$ cat config.mk
export PLATFORM = sky130hd
export DESIGN_NAME = reg_file
export DESIGN_NICKNAME = d
export VERILOG_FILES = /design/src/common/alu_pkg.sv /design/src/source/reg_file.sv
export SDC_FILE = /design/constraint.sdc
export NUM_CORES = 2
export LEC_CHECK = 0
export ABC_AREA = 1
export BUFFER_PORTS_ARGS = -buffer_cell sky130_fd_sc_hd__buf_4
export CORE_MARGIN = 1
export CORE_UTILIZATION = 40
export DETAILED_ROUTE_END_ITERATION = 8
export PLACE_DENSITY_LB_ADDON = 0.1
export SETUP_SLACK_MARGIN = 0.4
export SLEW_MARGIN = 0
export SYNTH_ARGS = -nofsm -noshare
export SYNTH_HDL_FRONTEND = slang
export SYNTH_SLANG_ARGS = --single-unit
$ cat constraint.sdc
create_clock -name clk -period 1.9 [get_ports clk]
set_input_delay 0.38 -clock clk [delete_from_list [all_inputs] [get_ports clk]]
set_output_delay 0.38 -clock clk [all_outputs]
set_load 0.02 [all_outputs]
$ cat src/common/alu_pkg.sv
package alu_pkg;

        localparam int unsigned WORD_W     = 32;
        localparam int unsigned REG_ADDR_W = 5;
        localparam int unsigned SHAMT_W    = 5;

        typedef logic [WORD_W-1:0]     word_t;
        typedef logic [WORD_W-1:0]     instr_t;
        typedef logic [REG_ADDR_W-1:0] reg_addr_t;
        typedef logic [SHAMT_W-1:0]    shamt_t;
        typedef logic [5:0]            opcode_t;
        typedef logic [5:0]            funct_t;

        typedef enum logic [3:0] {
                OP_SLL, OP_SRL, OP_SRA, OP_ADD, OP_SUB,
                OP_AND, OP_OR, OP_XOR, OP_NOR, OP_SLT,
                OP_BEQ, OP_BNE, OP_LUI, OP_MUL, OP_DIV
        } alu_op_t;

        localparam opcode_t OPC_RTYPE = 6'h00;
        localparam opcode_t OPC_BEQ   = 6'h04;
        localparam opcode_t OPC_BNE   = 6'h05;
        localparam opcode_t OPC_ADDI  = 6'h08;
        localparam opcode_t OPC_ANDI  = 6'h0c;
        localparam opcode_t OPC_ORI   = 6'h0d;
        localparam opcode_t OPC_XORI  = 6'h0e;
        localparam opcode_t OPC_LUI   = 6'h0f;

        localparam funct_t FN_SLL = 6'h00;
        localparam funct_t FN_SRL = 6'h02;
        localparam funct_t FN_SRA = 6'h03;
        localparam funct_t FN_MUL = 6'h18;
        localparam funct_t FN_DIV = 6'h1a;
        localparam funct_t FN_ADD = 6'h20;
        localparam funct_t FN_SUB = 6'h22;
        localparam funct_t FN_AND = 6'h24;
        localparam funct_t FN_OR  = 6'h25;
        localparam funct_t FN_XOR = 6'h26;
        localparam funct_t FN_NOR = 6'h27;
        localparam funct_t FN_SLT = 6'h2a;

        typedef struct packed {
                logic      valid;
                alu_op_t   op;
                reg_addr_t rs_addr;
                reg_addr_t rt_addr;
                reg_addr_t dest;
                logic      writes;    // Never set for register 0
                logic      use_imm;
                word_t     imm;       // Already extended to full width
                shamt_t    shamt;
                word_t     rs_val;
                word_t     rt_val;
        } decoded_t;

        typedef struct packed {
                logic      valid;
                logic      writes;
                reg_addr_t dest;
                word_t     value;
                logic      overflow;
                logic      is_branch;
                logic      taken;
        } result_t;

endpackage

$ cat src/source/reg_file.sv
`timescale 1ns/1ps

module reg_file (
        input  logic               clk,
        input  logic               arst_n,
        input  alu_pkg::reg_addr_t rd_addr_a,
        input  alu_pkg::reg_addr_t rd_addr_b,
        output alu_pkg::word_t     rd_data_a,
        output alu_pkg::word_t     rd_data_b,
        input  logic               wr_en,
        input  alu_pkg::reg_addr_t wr_addr,
        input  alu_pkg::word_t     wr_data
);

        import alu_pkg::*;

        word_t regs [1:31];

        // Same-cycle write data wins over the stored value
        function automatic word_t read_port(reg_addr_t addr);
                if (addr == '0) begin
                        return '0;
                end
                if (wr_en && (wr_addr == addr)) begin
                        return wr_data;
                end
                return regs[addr];
        endfunction

        always_comb begin
                rd_data_a = read_port(rd_addr_a);
                rd_data_b = read_port(rd_addr_b);
        end

        always_ff @(posedge clk or negedge arst_n) begin
                if (!arst_n) begin
                        for (int i = 1; i < 32; i++) begin
                                regs[i] <= '0;
                        end
                end else if (wr_en && (wr_addr != '0)) begin
                        regs[wr_addr] <= wr_data;
                end
        end

        // Decode clears writes to register 0 so writeback must never carry one
        a_no_write_r0: assert property (@(posedge clk) disable iff (!arst_n)
                wr_en |-> (wr_addr != '0))
                else $error("Writeback targeted register 0");

endmodule

==> results.tsv <==
metric	value	unit
status	complete, but fails checks	
failing checks	negative setup slack	
1st-iter DRT viols	7959	
Total Wirelength	263000	µm
clk sinks	992	
Worst setup SP type	flip-flop	
Die W	374	µm
Power Dens Cells	933	mW/mm²
Syn. warnings	0	
worst slew pin tran	0.591	ns
CP Max Fanout	2	
core area	0.136	mm²
antenna-violating nets left	0	
vias in the first global route	55700	
post-synthesis cell area	0.0552	mm²
DIE HEIGHT	374	µm
IO Pins	114	
WP data arrival	2.31	ns
Most flops, register	regs	
biggest regs	regs x992	
worst vdd ir	755	µV
First-pass DRT Iterations	7	
Fmax	372	MHz
R2R setup slack	1.00	ns
placer congestion estimate	0.935	
min cycle time layout	2.69	ns
Root Buffer	clkbuf_16	
Post-Syn Nets	7954	
Critical R2R Capture	regs[902]	
DIE AREA	0.140	mm²
period utilization	1.41	
placed wire-length estimate	170000	µm
post-synthesis sequential area ratio	0.449	
Hold Crit Class	input port to asynchronous set/reset pin	
detailed-route via count	60000	
CTS tree	built	
H-tree depth	3	
Final Max Slew Viols	0	
Worst Skew	0	ns
critical path class	flip-flop to primary output	
synthesis-to-finish area growth	32.5	%
crit end category	primary output	
Post-Route Utilization	0.537	
fraction of layout cells with a size suffix above 1	0.210	
WL per Instance	25.7	µm
slew margin rel.	0.606	
Row Count	135	
GRT overflow	0	
finished layout cell area	0.0732	mm²
RSZ-0062 raised after global routing	yes	
placed cell areas	0.0648	mm²
TritonCTS buffer count	115	
#FFs+latches synth	992	
largest net degree at the start of global routing	91	
Netlist cell types	31	
clk_lat worst skew	0.73	ns
Critical R2R Launch	regs[902]	
Cells after Synth	7904	
vias per cell	5.86	
total power	68200	µW
final hold violations	0	
final setup fails	64	
IO Port Bufs	113	
GRT Total Usage	0.366	
drt drc	0	
Reg clk slew, reported paths	0.06	ns
static leakage	0.0342	µW
first-pass GRT wire length	382000	µm
Max Buffers Root-to-Sink	3	
worst reg-to-reg path cell count	4	
WP data required	1.52	ns
# nets final	8422	
max reg flops	992	
syn avg cell area	6.99	µm²
FILL cells	13000	
ANT cells	0	
Max Cap Viol	0	
initial antenna violation count	5	
final setup margin	-0.786	ns
Initial Utilization	0.405	
[worst max path at each step]
stage	startpoint	to	cells past startpoint
detailed placement	rd_addr_b[0]	rd_data_b[7]	13
global placement	rd_addr_b[1]	rd_data_b[7]	12
global route	regs[311]	rd_data_a[23]	12
CTS	regs[823]	rd_data_a[23]	10
floorplan	rd_addr_a[2]	rd_data_a[24]	8
finish	regs[855]	rd_data_a[23]	10
[critical path, stage by stage (launching register included)]
cell	delay, ns
dfrtp_1	0.37
buf_4	0.12
nand2_1	0.04
o21ai_0	0.06
nand2_1	0.06
a21oi_1	0.16
nor2_1	0.07
nand2_1	0.09
nand2_2	0.10
a21oi_4	0.30
buf_6	0.18
[power by group]
part	switching, µW	leakage (µW)	internal, µW
logic	9730	0.0196	6720
registers	2990	0.0126	25200
clock network	9700	0.00194	13900
total	22400	0.0342	45800
[placed cells by master, fill, tap and decap left out, types with 70 or more instances in the layout]
cell type,instances
a21oi_1,391
buf_12,232
buf_4,598
buf_6,107
clkbuf_16,129
dfrtp_1,992
inv_1,380
inv_2,78
nand2_1,2183
nand2_2,143
nand3_1,432
nand3_2,72
nand4_1,70
nor2_1,585
o211ai_1,227
o21ai_0,1194
o21ai_1,125
[Yosys cell counts (all sizes together)]
cell type | count | area [µm²]
nand4 | 70 | 438
nor2 | 673 | 2560
nand2 | 2387 | 8990
xor2 | 2 | 17.5
nor4 | 2 | 33.8
o22ai | 5 | 31.3
a31oi | 22 | 138
o21ai | 1347 | 6740
a21oi | 473 | 2370
inv | 472 | 1770
buf | 214 | 1010
dfrtp | 992 | 24800
clkinv | 5 | 18.8
nand3 | 520 | 2600
nor3 | 21 | 169
o211ai | 227 | 1700
or2 | 21 | 131
clkbuf | 451 | 1690
[final cells by class]
cell class,count,area [µm²],area share
inverters,477,1900,0.0260
clock buffers,175,3430,0.0468
well taps,1781,2230,0.0305
clock inverters,38,510,0.00698
multi-input cells,5770,28500,0.389
repair buffers,1016,11800,0.161
flip-flops and latches,992,24800,0.339
[cells by family after synthesis]
logic type | after synthesis | synth area share
xor+xnor | 2 | 0.000317
compound gates | 2074 | 0.199
flops | 992 | 0.449
simple gates | 3694 | 0.270
buf+inv | 1142 | 0.0813
[metal layers]
metal,wire length [µm],GRT usage,vias up
met1,109000,0.518,29000
met2,113000,0.549,3453
met5,34,0,-
met4,11700,0.139,4
li1,-,-,26900
met3,29300,0.0741,668
[repair_timing]
action,CTS,global route
endpoints found under the setup margin,64,64
endpoints found under the hold margin,670,0
pin swaps,314,291
hold buffers,32,0
buffers inserted,48,72
resized for setup,471,314
cloned,11,10
[stage by stage]
stage	hold slack, ns	cells	TNS, ns	setup WS, ns
final	0.0658	10200	-41.30	-0.786
after global routing	0.0505	10200	-45.41	-0.895
after CTS	0.0324	10200	-40.37	-0.804
after detailed placement	0.222	9863	-64.28	-0.875
after global placement	0.226	9863	-59.96	-0.838
after floorplan	0.0844	7904	-3.58	-0.143
(Power assumes the default switching activity.)
