--- src/common/alu_pkg.sv ---
package alu_pkg;

        localparam int unsigned WORD_W     = 32;
        localparam int unsigned REG_ADDR_W = 5;
        localparam int unsigned SHAMT_W    = 5;

        typedef logic [WORD_W-1:0]     word_t;
        typedef logic [WORD_W-1:0]     instr_t;
        typedef logic [REG_ADDR_W-1:0] reg_addr_t;
        typedef logic [SHAMT_W-1:0]    shamt_t;
        typedef logic [5:0]            opcode_t;
        typedef logic [5:0]            funct_t;

        typedef enum logic [3:0] {
                OP_SLL, OP_SRL, OP_SRA, OP_ADD, OP_SUB,
                OP_AND, OP_OR, OP_XOR, OP_NOR, OP_SLT,
                OP_BEQ, OP_BNE, OP_LUI, OP_MUL, OP_DIV
        } alu_op_t;

        localparam opcode_t OPC_RTYPE = 6'h00;
        localparam opcode_t OPC_BEQ   = 6'h04;
        localparam opcode_t OPC_BNE   = 6'h05;
        localparam opcode_t OPC_ADDI  = 6'h08;
        localparam opcode_t OPC_ANDI  = 6'h0c;
        localparam opcode_t OPC_ORI   = 6'h0d;
        localparam opcode_t OPC_XORI  = 6'h0e;
        localparam opcode_t OPC_LUI   = 6'h0f;

        localparam funct_t FN_SLL = 6'h00;
        localparam funct_t FN_SRL = 6'h02;
        localparam funct_t FN_SRA = 6'h03;
        localparam funct_t FN_MUL = 6'h18;
        localparam funct_t FN_DIV = 6'h1a;
        localparam funct_t FN_ADD = 6'h20;
        localparam funct_t FN_SUB = 6'h22;
        localparam funct_t FN_AND = 6'h24;
        localparam funct_t FN_OR  = 6'h25;
        localparam funct_t FN_XOR = 6'h26;
        localparam funct_t FN_NOR = 6'h27;
        localparam funct_t FN_SLT = 6'h2a;

        typedef struct packed {
                logic      valid;
                alu_op_t   op;
                reg_addr_t rs_addr;
                reg_addr_t rt_addr;
                reg_addr_t dest;
                logic      writes;    // Never set for register 0
                logic      use_imm;
                word_t     imm;       // Already extended to full width
                shamt_t    shamt;
                word_t     rs_val;
                word_t     rt_val;
        } decoded_t;

        typedef struct packed {
                logic      valid;
                logic      writes;
                reg_addr_t dest;
                word_t     value;
                logic      overflow;
                logic      is_branch;
                logic      taken;
        } result_t;

endpackage

--- src/source/instr_decoder.sv ---
`timescale 1ns/1ps

module instr_decoder (
        input  logic               clk,
        input  logic               arst_n,
        input  logic               instr_valid,
        input  alu_pkg::instr_t    instr,
        output alu_pkg::reg_addr_t rd_addr_a,
        output alu_pkg::reg_addr_t rd_addr_b,
        input  alu_pkg::word_t     rd_data_a,
        input  alu_pkg::word_t     rd_data_b,
        output alu_pkg::decoded_t  dec,
        output logic               illegal
);

        import alu_pkg::*;

        opcode_t  opcode;
        funct_t   funct;
        word_t    imm_sext;
        word_t    imm_zext;
        logic     legal;
        decoded_t dec_d;

        assign opcode    = instr[31:26];
        assign funct     = instr[5:0];
        assign imm_sext  = {{16{instr[15]}}, instr[15:0]};
        assign imm_zext  = {16'h0000, instr[15:0]};
        assign rd_addr_a = instr[25:21];
        assign rd_addr_b = instr[20:16];

        always_comb begin
                dec_d         = '0;
                legal         = 1'b1;
                dec_d.rs_addr = instr[25:21];
                dec_d.rt_addr = instr[20:16];
                dec_d.shamt   = instr[10:6];
                dec_d.rs_val  = rd_data_a;
                dec_d.rt_val  = rd_data_b;
                dec_d.imm     = imm_sext;
                case (opcode)
                        OPC_RTYPE: begin
                                dec_d.dest   = instr[15:11];
                                dec_d.writes = 1'b1;
                                case (funct)
                                        FN_SLL:  dec_d.op = OP_SLL;
                                        FN_SRL:  dec_d.op = OP_SRL;
                                        FN_SRA:  dec_d.op = OP_SRA;
                                        FN_ADD:  dec_d.op = OP_ADD;
                                        FN_SUB:  dec_d.op = OP_SUB;
                                        FN_AND:  dec_d.op = OP_AND;
                                        FN_OR:   dec_d.op = OP_OR;
                                        FN_XOR:  dec_d.op = OP_XOR;
                                        FN_NOR:  dec_d.op = OP_NOR;
                                        FN_SLT:  dec_d.op = OP_SLT;
                                        FN_MUL:  dec_d.op = OP_MUL;
                                        FN_DIV:  dec_d.op = OP_DIV;
                                        default: legal    = 1'b0;
                                endcase
                        end
                        OPC_BEQ: dec_d.op = OP_BEQ; // Compares rs with rt so no immediate operand
                        OPC_BNE: dec_d.op = OP_BNE;
                        default: begin
                                dec_d.dest    = instr[20:16];
                                dec_d.writes  = 1'b1;
                                dec_d.use_imm = 1'b1;
                                dec_d.imm     = imm_zext;
                                case (opcode)
                                        OPC_ADDI: begin
                                                dec_d.op  = OP_ADD;
                                                dec_d.imm = imm_sext;
                                        end
                                        OPC_ANDI: dec_d.op = OP_AND;
                                        OPC_ORI:  dec_d.op = OP_OR;
                                        OPC_XORI: dec_d.op = OP_XOR;
                                        OPC_LUI:  dec_d.op = OP_LUI;
                                        default:  legal    = 1'b0;
                                endcase
                        end
                endcase
                if (dec_d.dest == '0) begin
                        dec_d.writes = 1'b0; // Register 0 is never written
                end
                dec_d.valid = instr_valid && legal;
        end

        always_ff @(posedge clk or negedge arst_n) begin
                if (!arst_n) begin
                        dec     <= '0;
                        illegal <= 1'b0;
                end else begin
                        dec     <= dec_d;
                        illegal <= instr_valid && !legal;
                end
        end

        a_valid_xor_illegal: assert property (@(posedge clk) disable iff (!arst_n)
                instr_valid |=> (dec.valid != illegal))
                else $error("Decoder gave both or neither of a decoded op and illegal");

endmodule

--- config.mk ---
export PLATFORM = sky130hd
export DESIGN_NAME = instr_decoder
export DESIGN_NICKNAME = d
export VERILOG_FILES = /design/src/common/alu_pkg.sv /design/src/source/instr_decoder.sv
export SDC_FILE = /design/constraint.sdc
export NUM_CORES = 1
export LEC_CHECK = 0
export BUFFER_PORTS_ARGS = -buffer_cell sky130_fd_sc_hd__buf_2
export CAP_MARGIN = 10
export CORE_MARGIN = 1
export CORE_UTILIZATION = 41
export CTS_CLUSTER_SIZE = 8
export DETAILED_ROUTE_END_ITERATION = 7
export GPL_ROUTABILITY_DRIVEN = 1
export GPL_TIMING_DRIVEN = 0
export PLACE_DENSITY_LB_ADDON = 0.2
export SETUP_SLACK_MARGIN = 0.4
export SLEW_MARGIN = 10
export SYNTH_ARGS = -nofsm -noshare
export SYNTH_HDL_FRONTEND = slang
export SYNTH_SLANG_ARGS = --single-unit
--- constraint.sdc ---
create_clock -name clk -period 1 [get_ports clk]
set_input_delay 0.15 -clock clk [delete_from_list [all_inputs] [get_ports clk]]
set_output_delay 0.15 -clock clk [all_outputs]
set_load 0.005 [all_outputs]
==> summary.md, run 1 <==
| Metric | Value |
|---|---|
| Avg Cell Area, Syn | `15.7 sq um` |
| Yosys top cell area share | `0.781` |
| H-Tree Depth | `3` |
| Final worst setup slack | `-0.556 ns` |
| Mapped cell area | `0.00333 sq mm` |
| Root Buffer | `clkbuf_8` |
| Layout Cells excl Fill | `679` |
| DR WL/cell | `20.0 microns` |
| Peak VDD IR | `855 uV` |
| Synth unique cells | `43` |
| # nets final | `671` |
| WHS | `-0.298 ns` |
| Post-synth top cells | `104 x dfrtp_1, 30 x buf_4, 7 x clkbuf_1` |
| Hold Vio Cnt, Final | `47` |
| CTS sink count | `104` |
| Via count | `3,234` |
| DR pass1 iterations | `4` |
| Via density | `4.76` |
| Failing checks | `hold timing, setup timing` |
| Synth area leader | `dfrtp_1` |
| Fin util | `0.858` |
| Die height | `92.2 microns` |
| Leakage | `3.32 nW` |
| Gate Count Post-Synth | `212` |
| Worst-path clk slew | `0.12 ns` |
| Most frequent cell after synthesis | `dfrtp_1` |
| Ys flop type | `dfrtp_1` |
| IO buf count | `230` |
| Die area | `0.00849 sq mm` |
| Setup Viol. Count Final | `120` |
| Number of synthesized register bits | `104` |
| Fillers | `376` |
| Synth-to-layout area growth | `101%` |
| Max-slew violations | `0` |
| Dpl hpwl | `6.84 mm` |
| Ys async rst share | `1.00` |
| Fmax | `0.643 GHz` |
| Core box area | `0.00781 sq mm` |
| RSZ-0062 raised after global routing | `true` |
| Crit share post-route | `1.56` |
| CTS tree | `built` |
| Critical Path Sink Type | `flip-flop` |
| Worst slew margin | `0.686` |
| Register area share after synthesis | `0.781` |
| Worst Path Arrival | `1.80 ns` |
| Initial core utilization | `0.427` |
| Clock tree buffer depth | `2` |
| Multi-input gate area | `621 sq um` |
| Cell Rows | `32` |
| Fin crit period | `1.56 ns` |
| CTS Buf Count | `9` |
| Final GP Congestion | `0.831` |
| Largest net degree at the start of global routing | `58` |
| Setup WS pre-CTS | `-1.08 ns` |
| Die extent in x | `92.2 microns` |
| Total GRT Usage | `0.301` |
| Power Dens Cells | `1270 mW/mm^2` |
| Dpl cells | `545` |
| DRC viols | `0` |
| Total power | `8.53 mW` |
| Total global routing overflow | `0` |
| Worst hold-check path type | `in -> async` |
| Antenna violations before repair | `1` |
| Layout cells sized above 1 | `0.583` |
| Final ANT Viol Nets | `0` |
| Outcome | `finished with violations` |
| Iter 0 DRT Violations | `120` |
| Vias in the first global route | `3,356` |
| Worst-path fanout max | `5` |
| Ranking of synthesized cells by area | `dfrtp_1 78%, buf_4 6.8%, a22o_2 0.90%` |
| Ys Warns | `0` |
| FF+latch area | `0.00261 sq mm` |
| IO Count | `233` |
| First-pass GRT wire length | `18.6 mm` |
| Startpoint class of the critical path | `input pin` |
| Hold-fix buffers, CTS | `89` |
| WS Path Type | `in -> reg` |
| Max Cap Viol | `0` |
| Number of synthesized flops with an enable pin | `0` |
| Total Wirelength | `13.6 mm` |
| Syn Nets | `311` |
| Critical Path RT | `1.24 ns` |
| Slew at the pin with the worst max-slew slack | `0.471 ns` |
## final cells by class
type                            instances  share of cell area
Clock buffer                            9              0.0185
Timing Repair Buffer                  349               0.402
Buffer                                 38              0.0686
Antenna cell                            1            0.000374
Inverter                                4             0.00224
Multi-Input combinational cell         66              0.0927
Sequential cell                       104               0.389
Clock inverter                          6             0.00785
Tap cell                              102              0.0191
## metal layers
metal,wire length (microns),GRT usage,vias up
met5,0,0,-
met4,496,0.112,0
met3,882,0.0638,40
li1,-,-,1404
met2,7570,0.573,185
met1,4640,0.323,1605
## state kept, by name, indices dropped and copies added, names as in the netlist
register	cells
illegal	1
dec	103
## critical path, stage by stage
cell	delay, ns
buf_6	0.09
or3_4	0.38
or3_4	0.34
buf_6	0.14
a22o_1	0.22
or4_1	0.48
## kinds of logic after synthesis
logic type / synth area share
AOI/OAI and AO/OA: 0.0627
xor gates and xnor gates: 0.00526
buffers and inverters: 0.0833
DFF: 0.781
muxes: 0.00300
and+or+nand+nor: 0.0649
## through the flow
step / area [sq um] / TNS [ns]
2_1_floorplan: 3490 / -4.76
4_1_cts: 6450 / -10.84
3_5_place_dp: 4800 / -9.41
6_report: 6700 / -11.65
3_3_place_gp: 4770 / -138.15
5_1_grt: 6690 / -15.75
## worst max-delay path by stage
stage               end      start  slack, ns  cells after the start
2_1_floorplan  dec[102]  instr[31]      -0.80                      5
5_1_grt        dec[102]  instr[31]      -0.54                      6
4_1_cts        dec[102]  instr[31]      -0.53                      6
3_5_place_dp   dec[102]  instr[31]      -1.08                      5
6_report       dec[102]  instr[31]      -0.56                      6
3_3_place_gp    dec[99]     arst_n      -1.56                      1
## timing repair
action / CTS / global route
gates cloned: 0 / 0
pin swaps: 8 / 13
setup buffers: 19 / 10
resized for setup: 81 / 36
endpoints found under the hold margin: 138 / 48
endpoints found under the setup margin: 147 / 166
## layout by cell type (no fill, tap or decap), types with 2 or more instances in the layout
| cell | n |
|---|---|
| buf_8 | 10 |
| buf_4 | 19 |
| a21oi_1 | 3 |
| a22o_1 | 2 |
| nand3b_1 | 3 |
| inv_1 | 4 |
| nand3_1 | 2 |
| buf_6 | 86 |
| a22o_4 | 3 |
| nor2_1 | 4 |
| buf_2 | 177 |
| a31oi_1 | 3 |
| clkinv_4 | 2 |
| nor2b_1 | 3 |
| o22ai_1 | 3 |
| clkinvlp_4 | 2 |
| dfrtp_1 | 103 |
| clkbuf_8 | 13 |
| or3_4 | 2 |
| dlygate4sd3_1 | 88 |
| nand2_1 | 5 |
## power by group
| group | internal, mW | switching [mW] | total [mW] | leakage (nW) |
|---|---|---|---|---|
| Clock | 0.930 | 1.58 | 2.51 | 0.0838 |
| Combinational | 0.922 | 0.605 | 1.53 | 2.01 |
| Sequential | 4.41 | 0.0804 | 4.49 | 1.22 |
Power figures use the tool's default switching activity.
==> inputs of run 2 (changes only) <==
--- a/config.mk
+++ b/config.mk
@@ -14,6 +14,7 @@
 export GPL_ROUTABILITY_DRIVEN = 1
 export GPL_TIMING_DRIVEN = 0
 export PLACE_DENSITY_LB_ADDON = 0.2
+export RECOVER_POWER = 100
 export SETUP_SLACK_MARGIN = 0.4
 export SLEW_MARGIN = 10
 export SYNTH_ARGS = -nofsm -noshare
==> run 2 against run 1 <==
  * The flow finishes with violations (setup timing)
  * Critical path type unchanged
  * Hold slack improved by 0.33 ns
  * Clock power barely moved
  * Wire length rose by 0.27%
  * Combinational power decreased by 5%
  * Clock-buffer cell count unchanged
  * Die area did not move
  * Final cell count stayed put
  * Worst setup slack lost 0.0028 ns
  * Sequential cell count unchanged
==> summary.md, run 2 (synthesis gave the netlist of run 1 again) <==
| Metric | Value |
|---|---|
| Total GRT Usage | `0.301 (unchanged)` |
| IO buf count | `230 (unchanged)` |
| WHS | `0.0299 ns (was -0.298 ns)` |
| Power Dens Cells | `1300 mW/mm^2 (was 1270 mW/mm^2)` |
| Max reg flops | `103 (unchanged)` |
| Worst Path Arrival | `1.81 ns (was 1.80 ns)` |
| Hold path startpoint | `instr[12]` |
| Layout cells sized above 1 | `0.528 (was 0.583)` |
| Failing checks | `setup timing (was hold timing, setup timing)` |
| Largest reg by FF count | `dec (unchanged)` |
| Most common cell after layout, fill and taps aside | `buf_2 (unchanged)` |
| Worst slew margin | `0.145 (was 0.686)` |
| Final worst setup slack | `-0.559 ns (was -0.556 ns)` |
| Post-DP Area | `0.00480 sq mm (unchanged)` |
| Iter 0 DRT Violations | `105 (was 120)` |
| Die height | `92.2 microns (unchanged)` |
| CTS sink count | `104 (unchanged)` |
| Largest net degree at the start of global routing | `58 (unchanged)` |
| Leakage | `3.17 nW (was 3.32 nW)` |
| Commonest cells after routing, fill and taps aside | `170 x buf_2, 103 x dfrtp_1, 88 x dlygate4sd3_1, 67 x buf_6, 24 x clkbuf_1 (was 177 x buf_2, 103 x dfrtp_1, 88 x dlygate4sd3_1, 86 x buf_6, 19 x buf_4)` |
| Dpl hpwl | `6.84 mm (unchanged)` |
| Antenna violations before repair | `1 (unchanged)` |
| Worst hold-check path type | `in -> reg (was in -> async)` |
| Final ANT Viol Nets | `0 (unchanged)` |
| RSZ-0062 raised after global routing | `true (unchanged)` |
| DRC viols | `0 (unchanged)` |
| Reg power frac | `0.531 (was 0.527)` |
| Synth-to-layout area growth | `95.5% (was 101%)` |
| Combinational share of power | `0.171 (was 0.179)` |
| Max-slew violations | `0 (unchanged)` |
| Root Buffer | `clkbuf_8 (unchanged)` |
| Hold-fix buffers, CTS | `89 (unchanged)` |
| Clock tree buffer depth | `2 (unchanged)` |
| Startpoint class of the critical path | `input pin (unchanged)` |
| DR pass1 iterations | `4 (unchanged)` |
| Core box area | `0.00781 sq mm (unchanged)` |
| H-Tree Depth | `3 (unchanged)` |
| Via density | `4.77 (was 4.76)` |
| Setup Viol. Count Final | `124 (was 120)` |
| WS Path Type | `in -> reg (unchanged)` |
| CTS tree | `built (unchanged)` |
| Clock share of power | `0.298 (was 0.294)` |
| Total Wirelength | `13.6 mm (about the same)` |
| Sw Ratio | `0.268 (was 0.266)` |
| Critical Path Sink Type | `flip-flop (unchanged)` |
| First-pass GRT wire length | `18.6 mm (unchanged)` |
| Net Sw Power | `2.27 mW (about the same)` |
| Peak VDD IR | `843 uV (was 855 uV)` |
| Final Instance Area | `0.00652 sq mm (was 0.00670 sq mm)` |
| Pint | `6.18 mW (was 6.26 mW)` |
| Die extent in x | `92.2 microns (unchanged)` |
| Outcome | `finished with violations (unchanged)` |
| IO Count | `233 (unchanged)` |
| Cell Rows | `32 (unchanged)` |
| Die area | `0.00849 sq mm (unchanged)` |
| Initial core utilization | `0.427 (unchanged)` |
| Max Cap Viol | `0 (unchanged)` |
| CTS Buf Count | `9 (unchanged)` |
| Vias in the first global route | `3,356 (unchanged)` |
| # nets final | `671 (unchanged)` |
| Hold Vio Cnt, Final | `0 (was 47)` |
| Critical Path RT | `1.25 ns (was 1.24 ns)` |
| Worst setup path startpoint | `instr[31] (unchanged)` |
| Worst-path fanout max | `5 (unchanged)` |
| Fmax | `0.641 GHz (was 0.643 GHz)` |
| Fin crit period | `1.56 ns (about the same)` |
| Crit share post-route | `1.56 (about the same)` |
| Slew at the pin with the worst max-slew slack | `1.28 ns (was 0.471 ns)` |
| Final GP Congestion | `0.831 (unchanged)` |
| DR WL/cell | `20.1 microns (was 20.0 microns)` |
| Via count | `3,238 (was 3,234)` |
| Worst-path clk slew | `0.11 ns (was 0.12 ns)` |
| Biggest regs | `dec x103, illegal x1 (unchanged)` |
| Total global routing overflow | `0 (unchanged)` |
run 2: repair_timing:
action,CTS,global route
setup endpoints to repair,147,166
setup buffers,19,10
pin swaps,8,13
hold endpoints to repair,138,48
resized for setup,81,36
run 2: per-layer routing:
| metal | vias to the layer above | wire [microns] | GRT usage |
|---|---|---|---|
| met1 | 1620 | 4700 | 0.323 |
| met4 | 0 | 486 | 0.112 |
| met3 | 40 | 911 | 0.0638 |
| met2 | 176 | 7520 | 0.573 |
| met5 | - | 0 | 0 |
| li1 | 1402 | - | - |
run 2: final timing paths:
check                      slack [ns]       end  depth (start not counted)
setup / recovery                -0.56  dec[102]                          6
hold / removal                   0.03  dec[104]                          2
max in group asynchronous        0.04   dec[99]                          1
min in group asynchronous        0.04   dec[56]                          1
run 2: worst max-delay path, cell delays in order:
cell    delay (ns)
buf_6         0.09
or3_4         0.38
or3_4         0.34
buf_6         0.14
a22o_1        0.22
or4_1         0.48
run 2: per-stage QoR:
| step | util | power [mW] | setup WS (ns) | cells | setup TNS, ns |
|---|---|---|---|---|---|
| final | 0.834 | 8.45 | -0.559 | 679 | -12.30 |
| after global routing | 0.834 | 8.74 | -0.542 | 678 | -25.32 |
| after CTS | 0.826 | 8.30 | -0.526 | 668 | -10.84 |
| after detailed placement | 0.615 | 5.44 | -1.08 | 545 | -9.41 |
| after global placement | 0.611 | 5.40 | -1.56 | 544 | -138.15 |
| after floorplan | - | 4.84 | -0.796 | 212 | -4.76 |
run 2: final cells by class:
type | count | area, sq um
inverters | 4 | 15.0
flip-flops and latches | 104 | 2610
clock inverters | 6 | 52.6
clock buffers | 9 | 124
plain buffers | 38 | 434
repair buffers | 349 | 2530
multi-input cells | 66 | 621
fillers | 417 | 1290
diodes | 1 | 2.50
well taps | 102 | 128
run 2: power by group through the flow:
stage	Clock [mW]	Combinational, mW	Sequential, mW
CTS	2.46	1.38	4.46
finish	2.52	1.45	4.49
global route	2.70	1.54	4.51
detailed placement	0	0.890	4.55
global placement	0	0.856	4.54
floorplan	0	0.246	4.59
